[src/common/eth_fifo_pkg.sv]
// Beat, write, length and status types with the receive FIFO default constants
package eth_fifo_pkg;

    localparam int DATA_W = 64;
    localparam int KEEP_W = DATA_W / 8;

    localparam int DEFAULT_FIFO_DEPTH  = 512; // In beats
    localparam int DEFAULT_MAX_PKT_LEN = 1518;

    typedef logic [15:0] pkt_len_t;

    // One MAC-side beat
    typedef struct packed {
        logic [DATA_W-1:0] data;
        logic [KEEP_W-1:0] keep;
        logic              last;
        logic              bad;
    } rx_beat_t;

    // Checker to FIFO write strobe
    typedef struct packed {
        logic     wr;
        rx_beat_t beat;
        logic     drop; // Only meaningful on the last beat
    } fifo_wr_t;

    // One-cycle status pulses
    typedef struct packed {
        logic overflow;
        logic bad_frame;
        logic good_frame;
    } fifo_status_t;

endpackage

[src/source/rx_output_stage.sv]
// Output stage with pipelined RAM read tracking and a valid/ready holding register
`timescale 1ns/100ps

module rx_output_stage
    import eth_fifo_pkg::*;
(
    input  logic     logic_clk,
    input  logic     logic_rst,
    input  rx_beat_t rd_beat,
    input  logic     rd_avail,
    output logic     rd_en,
    output rx_beat_t rx_out,
    output logic     rx_out_valid,
    input  logic     rx_out_ready
);

    logic     stage_valid; // RAM read data sitting on rd_beat
    logic     out_valid;
    rx_beat_t out_beat;
    logic     out_load;
    logic     stage_free;

    always_comb begin
        out_load   = stage_valid && (!out_valid || rx_out_ready);
        stage_free = !stage_valid || out_load;
        rd_en      = rd_avail && stage_free; // Never more than two beats held
    end

    always_ff @(posedge logic_clk or posedge logic_rst) begin
        if (logic_rst) begin
            stage_valid <= 1'b0;
            out_valid   <= 1'b0;
        end else begin
            if (rd_en) begin
                stage_valid <= 1'b1;
            end else if (out_load) begin
                stage_valid <= 1'b0;
            end

            if (out_load) begin
                out_valid <= 1'b1;
            end else if (rx_out_ready) begin
                out_valid <= 1'b0;
            end
        end
    end

    always_ff @(posedge logic_clk) begin
        if (out_load) begin
            out_beat      <= rd_beat;
            out_beat.bad  <= 1'b0; // Bad frames never reach the output
        end
    end

    assign rx_out       = out_beat;
    assign rx_out_valid = out_valid;

    // Stalled beat stays put until it transfers
    assert property (@(posedge logic_clk) disable iff (logic_rst)
        (rx_out_valid && !rx_out_ready) |=> (rx_out_valid && $stable(rx_out)));

endmodule

[config.mk]
export PLATFORM = sky130hd
export DESIGN_NAME = rx_output_stage
export DESIGN_NICKNAME = d
export VERILOG_FILES = /design/src/common/eth_fifo_pkg.sv /design/src/source/rx_output_stage.sv
export SDC_FILE = /design/constraint.sdc
export NUM_CORES = 1
export LEC_CHECK = 0
export ABC_CLOCK_PERIOD_IN_PS = 4250
export BUFFER_PORTS_ARGS = -buffer_cell sky130_fd_sc_hd__clkbuf_2
export CAP_MARGIN = 20
export CORE_AREA = 2 2 76 78
export DETAILED_ROUTE_END_ITERATION = 16
export DIE_AREA = 0 0 78 80
export GPL_TIMING_DRIVEN = 0
export PLACE_DENSITY = 0.82
export SLEW_MARGIN = 40
export SYNTH_ARGS = -nofsm -noshare
export SYNTH_HDL_FRONTEND = slang
export SYNTH_SLANG_ARGS = --single-unit
[constraint.sdc]
create_clock -name logic_clk -period 4.25 [get_ports logic_clk]
set_input_delay 0.425 -clock logic_clk [delete_from_list [all_inputs] [get_ports logic_clk]]
set_output_delay 0.425 -clock logic_clk [all_outputs]
set_load 0.005 [all_outputs]
# Yosys cells after proc, flatten, opt, wreduce, memory -nomap -nowiden
# Cells that the tools add are included.
[word_totals]
wordCells = 17
regBits = 75
input_bits = 78
[classes]
n_reduce_logical = 8
n_mux = 4
[op_table]
columns = ["op", "n"]
rows = [
  ["$mux W1", 4],
  ["$reduce_bool A2 Y1", 2],
  ["$logic_and A1 B1 Y1", 2],
  ["$logic_not A1 Y1", 2],
  ["$logic_or A1 B1 Y1", 2],
]

# Logic depth before layout (Yosys ltp)
# Gate-level depths: netlist (run 1).
[depth]
word_depth = 6
depth_mapped = 2
ltp_nobuf = 2

# Least setup slack after synthesis (run 1)
# Ideal clock, no wire load.
[synth_path]
path_type = "input to register"
startpoint = "input rx_out_ready"
endpoint = "register out_beat (netlist bit rx_out[10]) (enable)"
cell_stages = 2
t_required_ns = 3.811
slack_ns = 1.568
t_arrival_ns = 2.243
n_path_buf = 0
cell_sequence = "nand2b_1 > and2_1"
[synth_between]
elab_chain_len = 2
[synth_rtl]
columns = ["item", "line_no", "text"]
rows = [
  ["start: declaration", "rx_output_stage.sv:14", "input logic rx_out_ready"],
  ["$logic_or A1 B1 Y1", "rx_output_stage.sv:24", "out_load = stage_valid && (!out_valid || rx_out_ready);"],
  ["$logic_and A1 B1 Y1", "rx_output_stage.sv:24", ""],
  ["named net out_load", "rx_output_stage.sv:20", "logic out_load;"],
  ["end signal: assignment", "rx_output_stage.sv:50", "out_beat <= rd_beat;"],
  ["end: declaration", "rx_output_stage.sv:19", "rx_beat_t out_beat;"],
]
# The timed path passes the listed nets, and every way through them passes these cells.
# A chain may end at the register's enable or synchronous reset.

# Worst setup path after layout (run 1)
[layout_path]
startpoint = "register out_valid, in the netlist rx_out_valid"
endpoint = "output rd_en"
[layout_between]
elab_chain_len = 5
[layout_rtl]
columns = ["item", "line_no", "text"]
rows = [
  ["start: declaration", "rx_output_stage.sv:18", "logic out_valid;"],
  ["start signal: assignment", "rx_output_stage.sv:32", "out_valid <= 1'b0;"],
  ["start signal: assignment", "rx_output_stage.sv:41", "out_valid <= 1'b1;"],
  ["start signal: assignment", "rx_output_stage.sv:43", "out_valid <= 1'b0;"],
  ["$logic_not A1 Y1", "rx_output_stage.sv:24", ""],
  ["$logic_or A1 B1 Y1", "rx_output_stage.sv:24", ""],
  ["$logic_and A1 B1 Y1", "rx_output_stage.sv:24", ""],
  ["$logic_or A1 B1 Y1", "rx_output_stage.sv:25", "stage_free = !stage_valid || out_load;"],
  ["$logic_and A1 B1 Y1", "rx_output_stage.sv:26", "rd_en = rd_avail && stage_free;"],
  ["end: declaration", "rx_output_stage.sv:11", "output logic rd_en,"],
]
# No other way between the ends.

==> results.md, run 1 <==
* Result of the run: complete, no violations
* Number of storage elements in the synthesis netlist at 75
* Class of the most critical setup path: flip-flop to primary output
* Ratio of final minimum period to clock period at 0.374
* Drt via density at 4.34
* Multi-input gate area at 53.8 µm²
* I/O pins at 154
* Routed wire length at 4870 µm
* Leakage power of the design at 0.00151 µW
* Wire length of the first global-routing pass at 7070 µm
* Count of cells resized by post-cts repair at 0
* Power density relative to cell area at 474 mW/mm²
* CTS buffer count at 9
* Flop2flop setup slack at 2.71 ns
* Core outline area at 0.00541 mm²
* Number of warnings printed during yosys synthesis at 0
* CP Launch Type: flip-flop
* Required time of the critical path at 3.83 ns
* Post-DP HPWL at 3730 µm
* Fin Clk Skew at 0.0102 ns
* Fraction of post-synthesis cell area in the top cell type by area at 0.951
* TritonRoute pass-1 iters at 4
* Total number of nets in the final design at 326
* Buffer depth of the longest clock path at 2
* Root buffer cell: clkbuf_8
* Topmost layer with routed signal wires: met4
* DRC violation total after the first TritonRoute iteration at 56
* Critical Path Fanout Max at 3
* Clock Latency Late Sink at 0.34 ns
* Number of port buffers at 151
* Vertical die dimension at 80 µm
* Number of global-route vias before repair at 1527
* Mapped Nets at 162
* TNS Setup at 0 ns
* Synth unique cells at 10
* Initial Utilization at 0.426
* Remaining design rule violation count at 0
* Sequential cell area at 0.00224 mm²
* Worst path max stage delay at 0.40 ns
* Proportion of layout cells with a drive suffix above 1 at 0.676
* Overall Global Routing Usage at 0.160
* Worst slack at placement at 2.51 ns
* Clock tree from TritonCTS: built
* Cell area after synthesis at 0.00230 mm²
* Largest net degree at the start of global routing at 46
* Via count at 1410
* M1 wire length at 1630 µm
* Reg clk slew, reported paths at 0.08 ns
* Leading area contributor after synthesis: edfxtp_1
* Die Wd at 78 µm
* Final setup violation count at 0
* Unrepaired setup endpoints after global routing: no
* Maximum Capacitance Violations at 0
* Smallest setup slack after layout at 2.66 ns
* Cell chain of the critical path: nor2b_4 > a21boi_0 > clkbuf_2
* Sinks on Clock Net at 75
* Sequential element share of the synthesized area at 0.973
* Routed wl met3 at 688 µm
* Cell types occupying the most area after synthesis: edfxtp_1, dfrtp_1, nor2b_4, nand2b_1, a21boi_0
* Row count at 27
* Met2 wire length at 2480 µm
* Remaining global-route overflow at 0
* Count of mapped cells out of synthesis at 84
* Fin. Hold Viols at 0
* Number of antenna violations at the first check in global routing at 0
* Die area at 0.00624 mm²
* Ant diodes at 0
* Number of filler instances in the final layout at 434
* Highest clock rate at 630 MHz
* Crit path DAT at 1.16 ns
* Post-DR wirelength/cell at 15.0 µm
* Syn_area_per_cell at 27.4 µm²
* Category of the worst setup path capture point: primary output
* Detail Route Antenna Nets at 0
* IR drop worst, VDD at 325 µV
* Final min period at 1.59 ns
* Layout overhead on the synthesized area at 47.8%
* H-tree depth at 3
* Cell with the largest stage delay on the worst path: dfrtp_1
* Routability cong. at 0.693
* Pins Over Slew Limit at 0
* Classification of the worst-slack hold path: primary input to flip-flop
report_power, final:
group / switching, µW / leakage [µW] / internal (µW)
Sequential: 14.1 / 0.000722 / 876
Combinational: 61.7 / 0.000683 / 63.1
Clock: 266 / 0.000110 / 334
Total: 342 / 0.00151 / 1270
layout make-up:
class,count,area share
Multi-Input combinational cell,7,0.0158
Timing Repair Buffer,153,0.231
Buffer,1,0.00220
Inverter,1,0.00110
Clock inverter,7,0.0290
Tap cell,72,0.0265
Clock buffer,9,0.0364
Sequential cell,75,0.658
cells in the mapped netlist:
| library cell | count |
|---|---|
| dfrtp_1 | 2 |
| a21o_1 | 1 |
| edfxtp_1 | 73 |
| conb_1 | 1 |
| and2_1 | 1 |
| a21boi_0 | 1 |
| nor2b_4 | 1 |
| buf_4 | 1 |
| inv_1 | 1 |
| nand2b_1 | 2 |
kinds of logic after synthesis:
kind of cell / synth area share
flops: 0.973
simple gates: 0.0141
compound gates: 0.00652
buf+inv: 0.00489
other cells: 0.00163
repair_timing:
| item | CTS | global route |
|---|---|---|
| buffers inserted | 0 | 0 |
| endpoints found under the hold margin | 2 | 0 |
| hold buffers | 1 | 0 |
metrics by stage:
step	instance area (µm²)	instances	hold WS (ns)	total power, µW	util
floorplan	2300	84	0.166	940	-
detailed placement	3170	308	0.268	1030	0.587
global placement	3150	307	0.263	1030	0.583
global route	3410	325	0.230	1680	0.630
CTS	3410	325	0.232	1640	0.630
finish	3410	325	0.251	1620	0.630
final timing paths:
check | startpoint | endpoint | cells past startpoint
worst min register to register | stage_valid | rx_out_valid | 1
max in group asynchronous | logic_rst | rx_out_valid | 3
min in group asynchronous | logic_rst | stage_valid | 3
worst min-delay path | rd_beat[31] | rx_out[31] | 1
worst max register to register | rx_out_valid | rx_out[17] | 3
worst max-delay path | rx_out_valid | rd_en | 3
registers in the layout, indices dropped and copies added (netlist names):
register      cells
stage_valid       1
rx_out_valid      1
rx_out           73
critical path, delay by kind of cell, from the launching register on:
kind / cells / cell delay (ns)
flip-flops: 1 / 0.40
buffers and inverters: 1 / 0.14
AO/OA/AOI/OAI: 1 / 0.16
AND/OR/NAND/NOR: 1 / 0.13
routing by layer:
| layer | vias up | track usage |
|---|---|---|
| met3 | 9 | 0.0984 |
| li1 | 658 | - |
| met1 | 647 | 0.163 |
| met5 | - | 0 |
| met2 | 96 | 0.255 |
| met4 | 0 | 0.0895 |
layout by cell type, fill, tap and decap left out:
cell type        n
clkinv_4         1
inv_1            1
clkbuf_8         9
conb_1           1
dfrtp_1          2
buf_4            1
nor2b_4          1
nand2b_1         2
clkinvlp_4       1
clkinv_2         1
and2_4           1
a21o_1           1
edfxtp_1        73
inv_6            2
bufinv_16        2
clkbuf_2       151
dlygate4sd3_1    1
buf_12           1
a21boi_0         1
No activity file was read; power rests on OpenSTA's default activity.
==> run 2, diff against run 1 <==
--- a/config.mk
+++ b/config.mk
@@ -5,14 +5,15 @@
 export SDC_FILE = /design/constraint.sdc
 export NUM_CORES = 1
 export LEC_CHECK = 0
-export ABC_CLOCK_PERIOD_IN_PS = 4250
+export ABC_AREA = 1
+export ABC_CLOCK_PERIOD_IN_PS = 1500
 export BUFFER_PORTS_ARGS = -buffer_cell sky130_fd_sc_hd__clkbuf_2
 export CAP_MARGIN = 20
-export CORE_AREA = 2 2 76 78
+export CORE_AREA = 2 2 78 80
 export DETAILED_ROUTE_END_ITERATION = 16
-export DIE_AREA = 0 0 78 80
+export DIE_AREA = 0 0 80 82
 export GPL_TIMING_DRIVEN = 0
-export PLACE_DENSITY = 0.82
+export PLACE_DENSITY = 0.78
 export SLEW_MARGIN = 40
 export SYNTH_ARGS = -nofsm -noshare
 export SYNTH_HDL_FRONTEND = slang
==> constraint.sdc (replaced) <==
create_clock -name logic_clk -period 1.5 [get_ports logic_clk]
set_input_delay 0.15 -clock logic_clk [delete_from_list [all_inputs] [get_ports logic_clk]]
set_output_delay 0.15 -clock logic_clk [all_outputs]
set_load 0.005 [all_outputs]
==> run 2 against run 1 <==
Compared with the run above:
- total power increased to 2.9 times the previous value
- first-iteration DRC count increased by 21%
- register-to-register slack got worse by 2.6 ns
- setup slack got worse by 2.6 ns
- synthesized cell count increased by 4.8%
- clock skew increased by 0.0029 ns
- largest cell class unchanged
- clock power increased to 2.5 times the previous value
- utilization increased by 9.6 points
==> results.md, run 2 <==
* CTS buffer count at 9
* Final design instance area without fill at 0.00417 mm²
* Fin Clk Skew at 0.0131 ns
* Bufs and invs on worst path at 2
* H-tree depth at 3
* Sequential element share of the synthesized area at 0.974
* Power share of the clock group at 0.330
* Remaining global-route overflow at 0
* Number of global-route vias before repair at 2019
* Cell internal pwr at 3570 µW
* Die area at 0.00656 mm²
* Ant diodes at 0
* Vertical die dimension at 82 µm
* Synth async-reset ratio at 0.0267
* Layout overhead on the synthesized area at 81.2%
* Flip-flop count of the largest register after layout at 73
* Layer with the highest usage: met2
* Cell area after synthesis at 0.00230 mm²
* Number of filler instances in the final layout at 371
* Net switching share of the total power at 0.227
* Final min period at 1.43 ns
* Clock Latency Late Sink at 0.35 ns
* Final setup violation count at 0
* DRC violation total after the first TritonRoute iteration at 68
* Number of antenna violations at the first check in global routing at 0
* Buffer depth of the longest clock path at 2
* I/O pins at 154
* Leading area contributor after synthesis: edfxtp_1
* Standard cell area after detailed placement at 0.00322 mm²
* Overall Global Routing Usage at 0.218
* Count of cells resized by post-cts repair at 0
* Routed wire length at 6880 µm
* CP Launch Type: flip-flop
* Maximum Capacitance Violations at 0
* Die Wd at 80 µm
* Result of the run: complete, no violations
* Part of the power in registers at 0.550
* Total number of nets in the final design at 408
* Classification of the worst-slack hold path: primary input to flip-flop
* Row count at 28
* Mapped Nets at 166
* Pins Over Slew Limit at 0
* Number of warnings printed during yosys synthesis at 0
* Category of the worst setup path capture point: flip-flop
* Sinks on Clock Net at 75
* Ratio of final minimum period to clock period at 0.955
* Highest clock rate at 698 MHz
* Reg clk slew, reported paths at 0.08 ns
* Leading cell types in the layout, fill and taps excluded: clkbuf_2, dlygate4sd3_1, edfxtp_1
* Number of synthesized flops with an enable pin at 73
* Met2 Resource Use GR at 0.391
* Fraction of post-synthesis cell area in the top cell type by area at 0.952
* Post-DP HPWL at 3750 µm
* Cell with the largest stage delay on the worst path: dfrtp_1
* Wire length of the first global-routing pass at 10100 µm
* Via count at 1813
* Root buffer cell: clkbuf_8
* Met1 Use GR at 0.237
* Fin. Hold Viols at 0
* Leakage power of the design at 0.00185 µW
* Critical path's top delay family: flip-flops
* Most numerous cell in the Yosys netlist: edfxtp_1
* Number of storage elements in the synthesis netlist at 75
* Met3 Resource Use GR at 0.0725
* Syn_area_per_cell at 26.2 µm²
* Number of port buffers at 151
* Unrepaired setup endpoints after global routing: no
* Critical Path Fanout Max at 20
* Post-DR wirelength/cell at 16.8 µm
* TritonRoute pass-1 iters at 4
* Proportion of layout cells with a drive suffix above 1 at 0.519
* Worst path max stage delay at 0.47 ns
* Core outline area at 0.00575 mm²
* Drt via density at 4.42
* Cell chain of the critical path: a21oi_4 > buf_8 > buf_8
* Remaining design rule violation count at 0
* Crit path DAT at 1.48 ns
* Required time of the critical path at 1.54 ns
* Final cell utilization of the core at 0.726
* Largest net degree at the start of global routing at 21
* Count of mapped cells out of synthesis at 88
* Cell repeated most along the worst path: buf_8
* Class of the most critical setup path: flip-flop to flip-flop
* Most common cell after layout, fill and taps aside: clkbuf_2
* Synth unique cells at 8
* Post-synth top cells: edfxtp_1, inv_1, nand2_1, dfrtp_1
* Detail Route Antenna Nets at 0
* Power density relative to cell area at 1110 mW/mm²
* Main flop type after synthesis: edfxtp_1
* Total instance count after detailed placement at 318
* Relative contribution of combinational cells to total power at 0.121
* Routability cong. at 0.718
* Initial Utilization at 0.401
* Switching pwr at 1050 µW
* IR drop worst, VDD at 885 µV
* Number of standard cells in the final layout excluding fillers at 410
* Clock tree from TritonCTS: built
* Cell types occupying the most area after synthesis: edfxtp_1, dfrtp_1, inv_1, nand2_1, nand3_2
[run 2: cell count changes in the layout (fill, tap and decap cells not counted), sizes merged]
cell         previous run  this run
a21boi                  1         0
a21o                    1         0
a21oi                   0         1
and2                    1         0
buf                     2         6
bufinv                  2         1
clkinv                  2         3
clkinvlp                1         2
dlygate4sd3             1        75
inv                     3         6
nand2                   0         4
nand2b                  2         0
nand3                   0         1
nor2b                   1         0
[run 2: cell families (layout without fill, tap and decap cells)]
group,Yosys count,count (layout),synth area share
flops,75,75,0.974
simple gates,5,5,0.0109
other cells,1,1,0.00163
buf+inv,6,253,0.0114
compound gates,1,1,0.00217
[run 2: path summary, 6_finish.rpt]
check                             start            to  slack (ns)  cells after the start
max                        rx_out_valid    rx_out[48]        0.07                      3
min                        rx_out_ready   stage_valid        0.18                      4
max reg2reg                rx_out_valid    rx_out[48]        0.07                      3
min reg2reg                 stage_valid   stage_valid        0.60                      2
max in group asynchronous     logic_rst   stage_valid        1.17                      3
min in group asynchronous     logic_rst  rx_out_valid        0.20                      3
[run 2: power groups by stage]
stage,registers (µW),clock network (µW),logic (µW)
6_report,2530,1520,556
5_1_grt,2550,1650,600
4_1_cts,2530,1520,540
3_5_place_dp,2570,0,380
3_3_place_gp,2570,0,335
2_1_floorplan,2600,0,67.1
[run 2: cell type report]
| class | instances | area (µm²) | area share |
|---|---|---|---|
| Tap cell | 75 | 93.8 | 0.0225 |
| Clock buffer | 9 | 124 | 0.0297 |
| Inverter | 5 | 18.8 | 0.00450 |
| Multi-Input combinational cell | 7 | 45.0 | 0.0108 |
| Buffer | 1 | 7.51 | 0.00180 |
| Clock inverter | 7 | 67.6 | 0.0162 |
| Timing Repair Buffer | 231 | 1570 | 0.377 |
| Sequential cell | 75 | 2240 | 0.537 |
[run 2: through the flow]
step | setup TNS [ns] | setup slack [ns] | power [µW] | hold slack [ns]
CTS | 0 | 0.126 | 4590 | 0.154
finish | 0 | 0.0676 | 4610 | 0.183
floorplan | -44.58 | -0.611 | 2660 | -0.109
detailed placement | -4.72 | -0.139 | 2950 | -0.0101
global route | 0 | 0.0317 | 4790 | 0.201
global placement | -69.43 | -0.954 | 2910 | -0.0132
[run 2: repair_timing]
item | in CTS | in global routing
buffers inserted | 1 | 0
hold buffers | 75 | 0
endpoints found under the setup margin | 37 | 0
endpoints found under the hold margin | 76 | 0
[run 2: per-layer routing]
| layer | vias up | wire, µm |
|---|---|---|
| met5 | - | 0 |
| met4 | 0 | 134 |
| met3 | 15 | 609 |
| met2 | 110 | 3690 |
| met1 | 868 | 2440 |
| li1 | 820 | - |
[run 2: worst min-delay path, cell delays in order]
cell and delay [ns]:
clkbuf_2 0.08, inv_1 0.10, nand3_2 0.10, nand2_1 0.06
